===== src/source/nd_bus_pkg.sv =====
/* ND bus package
   APB data and address widths, register map and the bus-side state types */
package nd_bus_pkg;

  localparam int data_w = 16;                    // APB data width
  localparam int addr_w = 12;                    // APB word address width

  typedef logic [data_w-1:0] bus_data_t;         // One bus word
  typedef logic [addr_w-1:0] bus_addr_t;         // One word address

  // Region bases in the word address space
  localparam bus_addr_t cs_base   = 12'h000;     // Control store quarters
  localparam bus_addr_t pt_base   = 12'h400;     // Page table entries
  localparam bus_addr_t ctrl_addr = 12'h800;     // Control register
  localparam bus_addr_t stat_addr = 12'h801;     // Status register

  localparam int cs_aw     = 10;                 // Control store region, 1024 locations
  localparam int cs_qsel_w = 2;                  // Quarter select, low address bits
  localparam int pt_aw     = 6;                  // Page table region, 64 entries

  // Control register fields
  localparam int ctrl_start_bit = 0;             // Start pulse, not stored
  localparam int ctrl_map_bit   = 1;             // Map enable
  localparam int ctrl_sa_lsb    = 8;             // Start address, bits 15..8

  // Status register fields
  localparam int stat_run_bit  = 0;              // Sequencer running
  localparam int stat_halt_bit = 1;              // Sequencer halted
  localparam int stat_ua_lsb   = 8;              // Current micro address

  typedef enum logic [1:0] {
    idle,                                        // No transfer
    setup,                                       // psel without penable
    access,                                      // First access cycle
    wait_rd                                      // Read wait state done, data out
  } apb_state_t;

  typedef enum logic [2:0] {
    reg_none,                                    // Outside the map
    reg_cs,
    reg_pt,
    reg_ctrl,
    reg_stat
  } region_t;

endpackage


===== src/source/nd_cpu_pkg.sv =====
/* ND CPU package
   Control store, microsequencer and MMU sizes, fields and state types */
package nd_cpu_pkg;

  // Control store
  localparam int cs_depth = 256;                 // Microwords
  localparam int uaddr_w  = 8;                   // Micro address width
  localparam int csword_w = 64;                  // Microword width

  typedef logic [uaddr_w-1:0]  uaddr_t;
  typedef logic [csword_w-1:0] csword_t;

  // Microword fields
  localparam int op_msb  = 63;                   // Sequencing opcode, top two bits
  localparam int op_lsb  = 62;
  localparam int jmp_lsb = 0;                    // Jump target, bits 7..0

  // Sequencing opcode, 2'b11 decodes as next
  typedef enum logic [1:0] {
    op_next = 2'b00,
    op_jump = 2'b01,
    op_halt = 2'b10
  } useq_op_t;

  // MMU
  localparam int page_w       = 14;              // Logical and physical page width
  localparam int pt_depth     = 64;              // Page table entries
  localparam int pt_idx_w     = $clog2(pt_depth); // Index from la bits 5..0
  localparam int pt_entry_w   = page_w + 1;      // Valid bit over page
  localparam int pt_valid_bit = page_w;          // Bit 14

  typedef logic [page_w-1:0]     page_t;
  typedef logic [pt_entry_w-1:0] pt_entry_t;

  // Microsequencer
  typedef enum logic [1:0] {
    seq_idle,                                    // Never started
    seq_run,                                     // Fetching microwords
    seq_halted                                   // Stopped on a halt word
  } seq_state_t;

endpackage


===== src/source/apb_ctrl_fsm.sv =====
/* APB control FSM
   Decodes APB transfers, drives RAM strobes, holds control and merges read data */
module apb_ctrl_fsm (
  input  logic                                sysclk,
  input  logic                                arst_n,
  input  logic                                psel,
  input  logic                                penable,
  input  logic                                pwrite,
  input  nd_bus_pkg::bus_addr_t               paddr,
  input  nd_bus_pkg::bus_data_t               pwdata,
  input  nd_bus_pkg::bus_data_t               cs_rdata,
  input  nd_bus_pkg::bus_data_t               pt_rdata,
  input  logic                                running,
  input  logic                                halted,
  input  nd_cpu_pkg::uaddr_t                  uaddr,
  output nd_bus_pkg::bus_data_t               prdata,
  output logic                                pready,
  output logic                                pslverr,
  output logic                                cs_we,
  output logic                                cs_re,
  output logic                                pt_we,
  output logic                                pt_re,
  output logic [nd_bus_pkg::cs_aw-1:0]        ram_addr,
  output nd_bus_pkg::bus_data_t               wdata,
  output logic                                start,
  output nd_cpu_pkg::uaddr_t                  start_addr,
  output logic                                map_en
);
  import nd_bus_pkg::*;
  import nd_cpu_pkg::*;

  apb_state_t state;                             // Bus phase of this cycle
  region_t    region;                            // Decoded target
  logic       rd_wait_q;                         // Read sampled by RAMs last cycle
  logic       err;                               // Transfer gets an error response
  logic       ctrl_wr;                           // Control register write strobe
  bus_data_t  ctrl_word;                         // Control readback
  bus_data_t  stat_word;                         // Status readback
  bus_data_t  reg_rdata_q;                       // Register read source, zero when idle

  // Phase follows psel/penable; a read holds one extra cycle
  always_comb begin
    if (!psel)          state = idle;
    else if (!penable)  state = setup;
    else if (rd_wait_q) state = wait_rd;
    else                state = access;
  end

  always_comb begin
    if (paddr[addr_w-1:cs_aw] == cs_base[addr_w-1:cs_aw])      region = reg_cs;
    else if (paddr[addr_w-1:pt_aw] == pt_base[addr_w-1:pt_aw]) region = reg_pt;
    else if (paddr == ctrl_addr)                               region = reg_ctrl;
    else if (paddr == stat_addr)                               region = reg_stat;
    else                                                       region = reg_none;
  end

  // Unmapped, or microcode write under a live sequencer
  assign err = (region == reg_none) || (pwrite && region == reg_cs && running);

  // Writes land at the end of the first access cycle
  assign cs_we   = state == access && pwrite && region == reg_cs && !pslverr;
  assign pt_we   = state == access && pwrite && region == reg_pt;
  assign ctrl_wr = state == access && pwrite && region == reg_ctrl;
  // RAMs sample reads at the same edge, data is out during wait_rd
  assign cs_re   = state == access && !pwrite && region == reg_cs;
  assign pt_re   = state == access && !pwrite && region == reg_pt;

  assign ram_addr = paddr[cs_aw-1:0];
  assign wdata    = pwdata;

  always_comb begin
    ctrl_word = '0;
    ctrl_word[ctrl_map_bit] = map_en;
    ctrl_word[ctrl_sa_lsb +: uaddr_w] = start_addr;
    stat_word = '0;
    stat_word[stat_run_bit]  = running;
    stat_word[stat_halt_bit] = halted;
    stat_word[stat_ua_lsb +: uaddr_w] = uaddr;
  end

  always_ff @(posedge sysclk or negedge arst_n) begin
    if (!arst_n) begin
      rd_wait_q   <= 1'b0;
      pready      <= 1'b0;
      pslverr     <= 1'b0;
      reg_rdata_q <= '0;
    end else begin
      rd_wait_q <= state == access && !pwrite;
      // Write done next cycle, read one cycle later
      pready    <= (state == setup && pwrite) || (state == access && !pwrite);
      pslverr   <= (state == setup && pwrite && err) || (state == access && !pwrite && err);
      if (state == access && !pwrite && region == reg_ctrl) begin
        reg_rdata_q <= ctrl_word;
      end else if (state == access && !pwrite && region == reg_stat) begin
        reg_rdata_q <= stat_word;
      end else begin
        reg_rdata_q <= '0;                       // Keeps the OR merge clean
      end
    end
  end

  always_ff @(posedge sysclk or negedge arst_n) begin
    if (!arst_n) begin
      start      <= 1'b0;
      start_addr <= '0;
      map_en     <= 1'b0;
    end else begin
      start <= ctrl_wr && pwdata[ctrl_start_bit]; // One-cycle pulse after the write
      if (ctrl_wr) begin
        map_en     <= pwdata[ctrl_map_bit];
        start_addr <= pwdata[ctrl_sa_lsb +: uaddr_w];
      end
    end
  end

  // Wired-OR read bus, every source drives zero when not selected
  assign prdata = cs_rdata | pt_rdata | reg_rdata_q;

  a_pready_phase: assert property (@(posedge sysclk) disable iff (!arst_n)
    pready |-> (state == access || state == wait_rd));

endmodule


===== config.mk =====
export PLATFORM = sky130hd
export DESIGN_NAME = apb_ctrl_fsm
export DESIGN_NICKNAME = d
export VERILOG_FILES = /design/src/source/nd_bus_pkg.sv /design/src/source/nd_cpu_pkg.sv /design/src/source/apb_ctrl_fsm.sv
export SDC_FILE = /design/constraint.sdc
export NUM_CORES = 1
export LEC_CHECK = 0
export BUFFER_PORTS_ARGS = -buffer_cell sky130_fd_sc_hd__buf_2
export CAP_MARGIN = 20
export CORE_MARGIN = 2
export CORE_UTILIZATION = 35
export DETAILED_ROUTE_END_ITERATION = 7
export HOLD_SLACK_MARGIN = 0.06
export PLACE_DENSITY = 0.8
export SYNTH_ARGS = -nofsm -noshare
export SYNTH_HDL_FRONTEND = slang
export SYNTH_SLANG_ARGS = --single-unit

===== constraint.sdc =====
create_clock -name sysclk -period 2 [get_ports sysclk]
set_clock_uncertainty 0.05 [all_clocks]
set_input_delay 0.4 -clock sysclk [delete_from_list [all_inputs] [get_ports sysclk]]
set_output_delay 0.4 -clock sysclk [all_outputs]
set_load 0.02 [all_outputs]

==> out/qor.yml <==
pin_count: 133
drv_cap: 0
min_period_over_period: 0.869
cts_root_buffer: "clkbuf_8"
die_w_um: 64.8
grt_use_total: 0.152
die_h_um: 64.8
cts_hold_buf: 0
drt-initial-drc-count: 17
dp_slack_ns: 0.153
post-route-drc-count: 0
synthDistinctLibCells: 28
design_area_um2: 1820
p_comb_frac: 0.227
yosysSeqAreaShare: 0.445
syn_area_um2: 1290
finalCriticalPeriod_ns: 1.74
viasPerCell: 4.56
clkTransAtPathRegs_ns: 0.08
grt_remaining_overflow: 0
syn-instance-count: 119
hold_violations: 0
netSwitchingPower_w: 0.000261
worst_slack_ns: 0.261
synth-simple-area-share: 0.221
relSlewSlack: 0.660
syn_nets: 194
first_pass_iters: 4
synthAdderAreaFrac: 0
r2r_end: "start_addr[3]$_DFFE_PN0P_"
syn2layout_area_growth_pct: 41.0
rr_startpoint: "rd_wait_q$_DFF_PN0_"
layout_common_cells: "buf_2, dfrtp_1, nor2_1"
clock_path_buffers: 2
synth.area.top_cells: "dfrtp_1, buf_4, mux2_2"
dieArea_um2: 4200
drv_slew: 0
tritoncts: "done"
cts_setup_buffers: 0
synth_top_area_frac: 0.445
powerDensity_nw_per_um2: 532
p_int_w: 0.000710
ir_worst_vdd_mv: 0.385
drive_gt1_frac: 0.656
p_clk_frac: 0.289
path_class: "input port to output port"
worst-path-max-fanout: 5
io_buffers: 120
status: "complete, no violations"
rrSetupSlack_ns: 0.45
start_kind: "input port"
dp_hpwl_mm: 2.71
ys_warn_count: 0
crit_path_end_kind: "output port"
cp.required_ns: 1.55
antennaDiodeCount: 0
worst_ep_arrival_time_ns: 1.29
grt_max_degree: 24
crit_end: "pt_re"
synth-xor-area-share: 0
grt_pass1_wl_mm: 4.97
final_common_cell: "buf_2"
htreeDepth: 1
p_leak_nw: 1.04
power_frac_seq: 0.484
start_util: 0.359
antenna_found_initial: 0
swShare: 0.269
grt_setup_unrepaired: "no"
coreArea_um2: 3610
max_clock_freq_mhz: 575
ant_nets: 0
cts_resized: 0
ys_ff_latch: 23
cts_sinks: 23
setup_violations: 0
finalWirelength_mm: 3.19
synth_mux_area_frac: 0.148
nets: 294
placed_area_um2: 1780
synth_top_family_by_area: "simple AND/OR/NAND/NOR gates"
drt-wirelength-per-cell_um: 12.0
synth_largest_area_cell: "dfrtp_1"
holdCritPathClass: "input port to async pin"
worst_pin_slew_ns: 0.511
grt_pass1_vias: 1194
cp-startpoint: "paddr[7]"
setup_tns_ns: 0
synth_compound_area_frac: 0.0213
reg2regPathDepth: 4
synth_area_per_cell_um2: 10.9
vias: 1213
cts_buffers: 3
gp_congestion: 0.720
clkLatencyLatePin_ns: 0.26
row_count: 22
[logic make-up (layout without fill, tap and decap cells)]
kind of cell	after synthesis	in the layout
flip-flops	23	23
AO/OA/AOI/OAI	4	4
multiplexers	18	18
buffers and inverters	29	128
AND/OR/NAND/NOR	45	45
[routing by layer]
metal	vias up	wire [um]	global-route usage
met5	-	0	0
met4	0	40	0.0638
met3	6	302	0.0226
met2	71	1670	0.285
met1	546	1170	0.168
li1	590	-	-
[worst min-delay path by stage]
stage / start / to / cells past startpoint
after floorplan: arst_n / map_en$_DFFE_PN0P_ / 0
after global placement: arst_n / reg_rdata_q[12]$_DFF_PN0_ / 1
after detailed placement: arst_n / reg_rdata_q[12]$_DFF_PN0_ / 1
after CTS: arst_n / reg_rdata_q[12]$_DFF_PN0_ / 1
after global routing: arst_n / reg_rdata_q[12]$_DFF_PN0_ / 1
final: arst_n / start_addr[1]$_DFFE_PN0P_ / 1
[power by group through the flow]
stage,clock (W),sequential (W),combinational [W]
after floorplan,0,0.000482,0.000140
final,0.000280,0.000470,0.000220
after global placement,0,0.000479,0.000219
after global routing,0.000314,0.000470,0.000238
after detailed placement,0,0.000479,0.000223
after CTS,0.000291,0.000470,0.000223
[metrics by stage]
step           total power (W)  std cells   util  hold slack, ns
2_1_floorplan         0.000622        119      -          0.0544
3_3_place_gp          0.000698        262  0.493           0.348
3_5_place_dp          0.000702        262  0.493           0.353
4_1_cts               0.000984        266  0.506          0.0690
5_1_grt                0.00102        266  0.506          0.0874
6_report              0.000970        266  0.506          0.0536
[worst max-delay path, cell delays in order]
cell and delay [ns]:
buf_2 0.12, nor4_4 0.36, nand3b_1 0.14, nor2_1 0.10, buf_2 0.17
[Yosys cell counts]
cell       count
nor4_4         1
nand4_1        1
or3_1         10
buf_4         26
nor2b_1        1
nor4_1         2
and2_1         1
buf_6          1
nand2_1        1
and4b_1        1
mux2i_1        9
nand3_1        1
nor2_1        12
a21oi_1        2
mux2_2         9
o21a_1         1
dfrtp_1       23
or2_2          6
clkbuf_1       1
nand4b_1       1
nor3b_1        1
nor4b_2        1
nand4bb_1      1
nor3_1         2
and4_1         1
nand3b_1       1
o211a_1        1
inv_1          1
[sequential cells by signal, summed over array words and instances, names as in the netlist]
register,flops
rd_wait_q,1
map_en,1
reg_rdata_q,10
pslverr,1
pready,1
start_addr,8
start,1
[layout make-up]
class                           instances  area (um^2)
Inverter                                1         3.75
Timing Repair Buffer                  123          636
Sequential cell                        23          576
Tap cell                               48         60.1
Fill cell                             342         1780
Clock buffer                            4         45.0
Multi-Input combinational cell         67          504
Power figures use the tool's default switching activity.
