`src/source/nd_cpu_pkg.sv`:
```
/* ND CPU package
   Control store, microsequencer and MMU sizes, fields and state types */
package nd_cpu_pkg;

  // Control store
  localparam int cs_depth = 256;                 // Microwords
  localparam int uaddr_w  = 8;                   // Micro address width
  localparam int csword_w = 64;                  // Microword width

  typedef logic [uaddr_w-1:0]  uaddr_t;
  typedef logic [csword_w-1:0] csword_t;

  // Microword fields
  localparam int op_msb  = 63;                   // Sequencing opcode, top two bits
  localparam int op_lsb  = 62;
  localparam int jmp_lsb = 0;                    // Jump target, bits 7..0

  // Sequencing opcode, 2'b11 decodes as next
  typedef enum logic [1:0] {
    op_next = 2'b00,
    op_jump = 2'b01,
    op_halt = 2'b10
  } useq_op_t;

  // MMU
  localparam int page_w       = 14;              // Logical and physical page width
  localparam int pt_depth     = 64;              // Page table entries
  localparam int pt_idx_w     = $clog2(pt_depth); // Index from la bits 5..0
  localparam int pt_entry_w   = page_w + 1;      // Valid bit over page
  localparam int pt_valid_bit = page_w;          // Bit 14

  typedef logic [page_w-1:0]     page_t;
  typedef logic [pt_entry_w-1:0] pt_entry_t;

  // Microsequencer
  typedef enum logic [1:0] {
    seq_idle,                                    // Never started
    seq_run,                                     // Fetching microwords
    seq_halted                                   // Stopped on a halt word
  } seq_state_t;

endpackage

```
`src/source/micro_seq_counter.sv`:
```
/* Microsequencer
   Walks the control store with next, jump and halt and registers each microword */
module micro_seq_counter (
  input  logic                sysclk,
  input  logic                arst_n,
  input  logic                start,
  input  nd_cpu_pkg::uaddr_t  start_addr,
  input  nd_cpu_pkg::csword_t fetched,
  output nd_cpu_pkg::uaddr_t  uaddr,
  output nd_cpu_pkg::csword_t csbits,
  output logic                csbits_valid,
  output logic                running,
  output logic                halted
);
  import nd_cpu_pkg::*;

  seq_state_t state_q;                           // Sequencer state
  seq_state_t state_d;
  uaddr_t     uaddr_q;                           // Micro program counter
  uaddr_t     uaddr_d;
  useq_op_t   op;                                // Opcode of the word being fetched
  uaddr_t     jump_target;

  assign op          = useq_op_t'(fetched[op_msb:op_lsb]);
  assign jump_target = fetched[jmp_lsb +: uaddr_w];

  always_comb begin
    state_d = state_q;
    uaddr_d = uaddr_q;
    if (start) begin
      state_d = seq_run;                         // Restart wins over any opcode
      uaddr_d = start_addr;
    end else if (state_q == seq_run) begin
      case (op)
        op_jump: uaddr_d = jump_target;
        op_halt: state_d = seq_halted;           // Counter stays on the halt word
        default: uaddr_d = uaddr_t'(uaddr_q + 1'b1); // Next, and the spare code
      endcase
    end
  end

  always_ff @(posedge sysclk or negedge arst_n) begin
    if (!arst_n) begin
      state_q      <= seq_idle;
      uaddr_q      <= '0;
      csbits_valid <= 1'b0;
    end else begin
      state_q      <= state_d;
      uaddr_q      <= uaddr_d;
      csbits_valid <= state_q == seq_run;        // One word per running cycle
    end
  end

  // Microword pipeline register, holds the last word after a halt
  always_ff @(posedge sysclk) begin
    if (state_q == seq_run) begin
      csbits <= fetched;
    end
  end

  assign uaddr   = uaddr_q;
  assign running = state_q == seq_run;
  assign halted  = state_q == seq_halted;

  a_run_halt_excl: assert property (@(posedge sysclk) disable iff (!arst_n)
    !(running && halted));

endmodule

```
`config.mk`:
```
export PLATFORM = sky130hd
export DESIGN_NAME = micro_seq_counter
export DESIGN_NICKNAME = d
export VERILOG_FILES = /design/src/source/nd_cpu_pkg.sv /design/src/source/micro_seq_counter.sv
export SDC_FILE = /design/constraint.sdc
export NUM_CORES = 1
export LEC_CHECK = 0
export BUFFER_PORTS_ARGS = -buffer_cell sky130_fd_sc_hd__buf_2
export CAP_MARGIN = 0
export CORE_MARGIN = 4
export CORE_UTILIZATION = 47
export DETAILED_ROUTE_END_ITERATION = 7
export PLACE_DENSITY_LB_ADDON = 0.1
export SLEW_MARGIN = 25
export SYNTH_ARGS = -nofsm -noshare
export SYNTH_HDL_FRONTEND = slang
export SYNTH_SLANG_ARGS = --single-unit
```
`constraint.sdc`:
```
create_clock -name sysclk -period 4.65 [get_ports sysclk]
set_input_delay 0 -clock sysclk [delete_from_list [all_inputs] [get_ports sysclk]]
set_output_delay 0 -clock sysclk [all_outputs]
set_load 0.1 [all_outputs]
```
==> summary.md, run 1 <==
| Metric | Value |
|---|---|
| Status | completed |
| GR Overflow Total | 0 |
| H-tree Lvls | 3 |
| DRC | 0 |
| CP Class | flip-flop to flip-flop |
| Avg Cell Area, Syn | 17.97 µm² |
| Drt total wl | 7.136 mm |
| Yosys top cell area share | 0.7225 |
| Crit path max-delay cell type | or4_1 |
| Hold slack final | 70.56 ps |
| Fin. Hold Viols | 0 |
| Mapped Cells | 148 |
| Iteration-0 DRC Markers | 125 |
| GRT met2 Usage | 0.3870 |
| Initial antenna violation count | 0 |
| Area leader, netlist | edfxtp_1 |
| Final setup viols | 0 |
| Vias | 2191 |
| Pwr dens | 443.8 nW/µm² |
| Postcts setup bufs | 0 |
| Layout cells sized above 1 | 0.4476 |
| Fillers | 310 |
| Post-synth EDFFs | 64 |
| Routability-driven placement congestion ratio | 0.8023 |
| Core Rows | 27 |
| Crit-path max cell delay | 520 ps |
| Met3 usage | 0.05258 |
| Die height | 83.23 µm |
| FF+latch count, synth | 75 |
| Port Buffer Count | 149 |
| Fraction of registers with async set/reset | 0.1467 |
| CP top delay family | simple AND/OR/NAND/NOR gates |
| Largest net degree at the start of global routing | 31 |
| Router iterations before antenna repair | 4 |
| Post-Syn Area | 2660 µm² |
| Mapped Nets | 224 |
| Overall Global Routing Usage | 0.2125 |
| Core area | 5507 µm² |
| Worst r2r dst | uaddr[5]$_DFFE_PN0P_ |
| TNS Setup | 0 ps |
| Lkg Pwr | 1.937 nW |
| Setup crit end kind | flip-flop |
| Reg2Reg Launch Point | state_q[1]$_DFFE_PN0P_ |
| Final Skew | 5.014 ps |
| Number of routed nets with antenna violations | 0 |
| Worst Tran Pin Value | 829.3 ps |
| Synth area leaders | edfxtp_1 (72%), dfrtp_1 (10%), o31ai_1 (1.1%), nand2_1 (0.99%), nor2_1 (0.99%) |
| Vias per cell | 4.826 |
| Shortest period the worst path allows | 1807 ps |
| RSZ-0062 raised after global routing | no |
| MaxCap Viol Count | 0 |
| Clock buffer depth | 2 |
| IO Pins | 150 |
| Primary FF master, synth | edfxtp_1 |
| Die Footprint | 6927 µm² |
| Met1 Use GR | 0.2385 |
| Later-pin clock latency in the skew report | 330 ps |
| Worst Path Buf+Inv | 0 |
| Reg2Reg Setup Slack | 2840 ps |
| Top Usage Layer GRT | met2 |
| Number of global-route vias before repair | 2240 |
| Final worst-path cycle share | 0.3885 |
| Reg2Reg Depth | 4 |
| Clock Root Buffer | clkbuf_8 |
| FF+latch area | 2197 µm² |
| N_diodes | 0 |
| Sink Count | 75 |
| Critical Path RT | 4900 ps |
| Wire length per cell | 15.72 µm |
| Multi-input gate area | 415.4 µm² |
| VDD IR max | 254.6 µV |
| Cells along the critical path | nor2b_4 -> nand2_4 -> or4_1 -> a32oi_1 |
| CTS tree | done |
| Maximum fanout along the worst path | 18 |
| FMAX | 0.5535 GHz |
| Inserted Clock Buffers | 9 |
| P&R area growth vs syn | 64.77% |
| DPL Wire Length | 4.543 mm |
| Initial Util | 0.4831 |
| Count of cell types in the netlist | 36 |
| Nets@finish | 453 |
| Post-placement setup slack | 2853 ps |
| Seq/Total Area, Yosys | 0.8260 |
| Worst-path clk slew | 70 ps |
| Synth warnings | 0 |
| Final Max Slew Viols | 0 |
| Slew headroom | 0.4460 |
| Crit path DAT | 2050 ps |
| First-pass GRT wire length | 11.52 mm |
| Chip width | 83.23 µm |
| CP Launch Type | flip-flop |
| Setup WS post-layout | 2843 ps |
| Worst min path class | primary input to asynchronous set/reset pin |
-- synth_stat cells, types with 3 or more instances --
cell and n:
nor2b_1 4, o21ai_0 3, nand3_1 4, edfxtp_1 64, inv_1 5, nor2_1 7, o31ai_1 4, dfrtp_1 11
nand2_1 7
-- worst register-to-register path: cells and delay by family, from the launching register on --
kind               cells  cell delay, ps
and+or+nand+nor        3            1100
DFF                    1             430
AOI/OAI and AO/OA      1             200
-- cell usage in the layout, fill, tap and decap left out, types with 5 or more instances in the layout --
master,count
nand2_1,7
edfxtp_1,64
nor2_1,7
dfrtp_1,11
buf_2,149
inv_1,5
clkbuf_8,9
dlygate4sd3_1,72
-- report_power, final --
group | total [mW] | internal (mW) | leakage (nW) | switching, mW
registers | 0.836 | 0.809 | 0.772 | 0.0269
clock network | 0.406 | 0.188 | 0.0771 | 0.218
logic | 0.703 | 0.133 | 1.09 | 0.570
-- registers in the layout, indices dropped and copies added (netlist names) --
signal / count
csbits: 64
csbits_valid: 1
state_q: 2
uaddr: 8
-- repair_timing --
action                    in CTS  in global routing
hold endpoints to repair      82                  0
resized for setup              0                  0
hold buffers                  72                  0
-- cells by family (layout without fill, tap and decap cells) --
kind of cell               Yosys count  in the layout  synth area share
AOI/OAI and AO/OA                   23             23           0.06021
muxes                                1              1          0.004233
adders and majority gates            1              1          0.004703
buffers and inverters               10            244           0.01788
xor gates and xnor gates             2              2          0.006586
and+or+nand+nor                     36             36           0.08043
DFF                                 75             75            0.8260
-- how the worst max path moves through the flow --
stage                      startpoint                   end  slack [ps]  cells past startpoint
3_3_place_gp   state_q[1]$_DFFE_PN0P_  uaddr[5]$_DFFE_PN0P_        2460                      4
2_1_floorplan    uaddr[0]$_DFFE_PN0P_  uaddr[2]$_DFFE_PN0P_        2580                      5
5_1_grt        state_q[0]$_DFFE_PN0P_  uaddr[5]$_DFFE_PN0P_        2740                      4
6_report       state_q[1]$_DFFE_PN0P_  uaddr[5]$_DFFE_PN0P_        2840                      4
4_1_cts        state_q[1]$_DFFE_PN0P_  uaddr[5]$_DFFE_PN0P_        2830                      4
3_5_place_dp   state_q[1]$_DFFE_PN0P_  uaddr[5]$_DFFE_PN0P_        2850                      4
-- layout make-up --
class	count	area share
repair buffers	223	0.3426
clock buffers	10	0.02912
inverters	5	0.004282
well taps	72	0.02055
multi-input cells	63	0.09478
flip-flops and latches	75	0.5013
clock inverters	6	0.007422
-- layer usage --
metal	up-vias	routed length, µm
met5	-	0
met4	0	140
met3	15	521
met2	121	3915
met1	1032	2558
li1	1023	-
-- per-stage QoR --
stage | area (µm²) | power, mW | instances | utilization
finish | 4383 | 1.945 | 454 | 0.7960
global route | 4383 | 2.022 | 454 | 0.7960
CTS | 4383 | 1.956 | 454 | 0.7960
detailed placement | 3502 | 1.506 | 366 | 0.6360
global placement | 3475 | 1.495 | 365 | 0.6310
floorplan | 2660 | 1.389 | 148 | -
Power figures use the tool's default switching activity.
==> inputs of run 2 (changes only) <==
CORE_UTILIZATION = 43   (was 47)
clock period = 1.9 ns   (was 4.65 ns; I/O delays follow)
==> summary.md, run 2 (synthesized netlist as in run 1, its figures left out) <==
| Metric | Value |
|---|---|
| N_diodes | 0 |
| Final Max Slew Viols | 0 |
| Final Skew | 6.607 ps |
| Shortest period the worst path allows | 1662 ps |
| Max reg flops | 64 |
| Crit path DAT | 1660 ps |
| Router iterations before antenna repair | 4 |
| Largest net degree at the start of global routing | 31 |
| Clock Root Buffer | clkbuf_8 |
| IO Pins | 150 |
| Leading cell types in the layout, fill and taps excluded | buf_2 (148), dlygate4sd3_1 (72), edfxtp_1 (64) |
| Layout cells sized above 1 | 0.4635 |
| Worst-path clk slew | 80 ps |
| P&R area growth vs syn | 66.60% |
| Vias | 2167 |
| MaxCap Viol Count | 0 |
| Number of global-route vias before repair | 2258 |
| Overall Global Routing Usage | 0.1992 |
| Commonest non-fill, non-tap cell in the layout | buf_2 |
| Maximum fanout along the worst path | 30 |
| Vias per cell | 4.721 |
| First-pass GRT wire length | 11.18 mm |
| Slew headroom | 0.6653 |
| Critical Path RT | 1900 ps |
| Final Util | 0.7441 |
| Lkg Pwr | 1.958 nW |
| Sink Count | 75 |
| Fin. Hold Viols | 0 |
| GR Overflow Total | 0 |
| Wire length per cell | 15.97 µm |
| CP Launch Type | flip-flop |
| Final worst-path cycle share | 0.8746 |
| Worst Tran Pin Value | 505.5 ps |
| Routability-driven placement congestion ratio | 0.7831 |
| H-tree Lvls | 3 |
| Iteration-0 DRC Markers | 95 |
| TNS Setup | 0 ps |
| DRC | 0 |
| Die height | 86.65 µm |
| Postcts setup bufs | 0 |
| DPL Wire Length | 4.578 mm |
| Worst min path class | primary input to asynchronous set/reset pin |
| Pwr dens | 1118 nW/µm² |
| Die Footprint | 7508 µm² |
| Clock buffer depth | 2 |
| Post-placement setup slack | 322.5 ps |
| Initial antenna violation count | 0 |
| Status | completed |
| Initial Util | 0.4466 |
| Power, Total | 4.955 mW |
| Design area | 4432 µm² |
| CTS-repair resized insts | 0 |
| Chip width | 86.65 µm |
| VDD IR max | 700.6 µV |
| Largest Register | csbits |
| Inserted Clock Buffers | 9 |
| Core Rows | 28 |
| CP Class | flip-flop to output port |
| Drt total wl | 7.330 mm |
| Later-pin clock latency in the skew report | 330 ps |
| Final setup viols | 0 |
| Nets@finish | 455 |
| CTS tree | done |
| Setup crit end kind | output port |
| Setup WS post-layout | 238.2 ps |
| Port Buffer Count | 149 |
| Core area | 5956 µm² |
| Area post-placement | 3520 µm² |
| FMAX | 0.6017 GHz |
| RSZ-0062 raised after global routing | no |
| Number of routed nets with antenna violations | 0 |
## run 2: final cells by class
cell class	count	area [µm²]
clock buffer	9	123.9
clock inverter	7	67.56
fill	423	1524
inverter	5	18.77
multi-input combinational	63	415.4
sequential	75	2201
tap	75	93.84
timing repair buffer	225	1511
## run 2: path summary, 6_finish.rpt
path	endpoint	slack, ps	depth (start not counted)	from
max reg2reg	uaddr[2]$_DFFE_PN0P_	320	5	uaddr[0]$_DFFE_PN0P_
max in group asynchronous	uaddr[2]$_DFFE_PN0P_	1600	2	arst_n
min reg2reg	uaddr[7]$_DFFE_PN0P_	570	2	uaddr[7]$_DFFE_PN0P_
max	running	240	3	state_q[1]$_DFFE_PN0P_
min in group sysclk	state_q[1]$_DFFE_PN0P_	60	2	start
min	state_q[0]$_DFFE_PN0P_	60	2	arst_n
## run 2: timing repair
action | in CTS | in global routing
setup endpoints to repair | 0 | 0
hold endpoints to repair | 83 | 0
hold buffers | 72 | 0
## run 2: routing by layer
layer	GRT usage	wire, µm	vias to the layer above
met1	0.2318	2788	1030
met2	0.3547	3868	95
met3	0.04087	554	11
met5	0	0	-
li1	-	-	1031
met4	0.08640	118	0
## run 2: critical path, cell delays in order (launching register included)
cell	delay (ps)
dfrtp_1	430
nor2b_4	240
buf_4	420
buf_12	230
## run 2: power by group
part | total [mW] | internal, mW | switching (mW)
sequential | 2.05 | 1.98 | 0.0663
clock | 1.18 | 0.602 | 0.580
combinational | 1.73 | 0.328 | 1.40
total | 4.96 | 2.91 | 2.04
## run 2: metrics by stage
step | hold WS (ps) | cells
floorplan | -295.6 | 148
global placement | -110.5 | 371
detailed placement | -106.9 | 371
CTS | 33.71 | 459
global route | 81.05 | 459
finish | 56.37 | 459
==> inputs of run 3 (changes only) <==
MAX_ROUTING_LAYER = met4   (was not set)
==> summary.md, run 3 (synthesized netlist as in run 1, its figures left out) <==
| Metric | Value |
|---|---|
| Status | completed |
| Highest routed layer | met4 |
| Final Util | 0.7441 |
| Crit path DAT | 1670 ps |
| Final worst-path cycle share | 0.8768 |
| IO Pins | 150 |
| Slew headroom | 0.6666 |
| Wire length per cell | 15.95 µm |
| M1 wire length | 2.790 mm |
| Core area | 5956 µm² |
| Final setup viols | 0 |
| Area post-placement | 3520 µm² |
| Vias | 2157 |
| Chip width | 86.65 µm |
| Setup WS post-layout | 234.1 ps |
| Initial Util | 0.4466 |
| Final Skew | 6.591 ps |
| Final Max Slew Viols | 0 |
| CP Launch Type | flip-flop |
| Design area | 4432 µm² |
| Port Buffer Count | 149 |
| Later-pin clock latency in the skew report | 340 ps |
| Die height | 86.65 µm |
| CP Class | flip-flop to output port |
| Largest Register | csbits |
| Commonest non-fill, non-tap cell in the layout | buf_2 |
| Shortest period the worst path allows | 1666 ps |
| Sink Count | 75 |
| Initial antenna violation count | 0 |
| Router iterations before antenna repair | 4 |
| Clock Root Buffer | clkbuf_8 |
| Pwr dens | 1118 nW/µm² |
| Iteration-0 DRC Markers | 98 |
| FMAX | 0.6003 GHz |
| GR Overflow Total | 0 |
| Number of global-route vias before repair | 2266 |
| Overall Global Routing Usage | 0.2054 |
| Vias per cell | 4.699 |
| Maximum fanout along the worst path | 30 |
| Routability-driven placement congestion ratio | 0.7939 |
| DPL Wire Length | 4.578 mm |
| Worst-path clk slew | 80 ps |
| Inserted Clock Buffers | 9 |
| CTS-repair resized insts | 0 |
| MaxCap Viol Count | 0 |
| Met2 wire length | 3.889 mm |
| Number of routed nets with antenna violations | 0 |
| DRC | 0 |
| Drt total wl | 7.320 mm |
| Leading cell types in the layout, fill and taps excluded | buf_2 (148), dlygate4sd3_1 (72), edfxtp_1 (64) |
| Setup crit end kind | output port |
| TNS Setup | 0 ps |
| Met3 routed WL | 543 µm |
| N_diodes | 0 |
| Layout cells sized above 1 | 0.4635 |
| Lkg Pwr | 1.958 nW |
| Worst Tran Pin Value | 503.6 ps |
| Largest net degree at the start of global routing | 31 |
| Worst min path class | primary input to asynchronous set/reset pin |
| Die Footprint | 7508 µm² |
| VDD IR max | 701.8 µV |
| Fin. Hold Viols | 0 |
| Nets@finish | 455 |
| CTS tree | done |
| Clock buffer depth | 2 |
| Max reg flops | 64 |
| Core Rows | 28 |
| RSZ-0062 raised after global routing | no |
| P&R area growth vs syn | 66.60% |
| Critical Path RT | 1900 ps |
| Post-placement setup slack | 322.5 ps |
| H-tree Lvls | 3 |
| First-pass GRT wire length | 11.18 mm |
run 3: cell counts in the layout (fill, tap and decap cells not counted):
Identical to the previous run, type by type.
run 3: layout make-up:
type	instances	area (µm²)
tap	75	93.84
multi-input combinational	63	415.4
clock inverter	7	67.56
clock buffer	9	123.9
fill	423	1524
inverter	5	18.77
timing repair buffer	225	1511
sequential	75	2201
run 3: path summary, 6_finish.rpt:
check / startpoint / to / slack, ps / cells after the start
max: state_q[1]$_DFFE_PN0P_ / running / 230 / 3
min: arst_n / state_q[0]$_DFFE_PN0P_ / 60 / 2
max reg2reg: uaddr[0]$_DFFE_PN0P_ / uaddr[2]$_DFFE_PN0P_ / 320 / 5
min reg2reg: uaddr[7]$_DFFE_PN0P_ / uaddr[7]$_DFFE_PN0P_ / 580 / 2
max in group asynchronous: arst_n / uaddr[2]$_DFFE_PN0P_ / 1610 / 2
min in group sysclk: start / state_q[1]$_DFFE_PN0P_ / 60 / 2
run 3: report_power, final:
group          switching, mW  leakage [nW]  internal, mW
registers             0.0669         0.769          1.98
clock network          0.581        0.0931         0.602
logic                   1.40          1.10         0.328
run 3: routing by layer:
metal  global-route usage  vias up
met3              0.03707       10
li1                     -     1030
met5                    -        -
met1               0.2344     1022
met2               0.3554       95
met4              0.08640        0
run 3: timing repair:
item                                   CTS  global route
hold buffers                            72             0
endpoints found under the hold margin   83             0
setup buffers                            0             0
run 3: critical path: stages (launching register included):
cell,delay [ps]
dfrtp_1,430
nor2b_4,240
buf_4,410
buf_12,230
run 3: metrics by stage:
stage | hold WS [ps] | cells | total power, mW
after floorplan | -295.6 | 148 | 3.403
after global placement | -110.5 | 371 | 3.676
after detailed placement | -106.9 | 371 | 3.687
after CTS | 33.71 | 459 | 4.994
after global routing | 81.06 | 459 | 5.134
final | 56.45 | 459 | 4.956
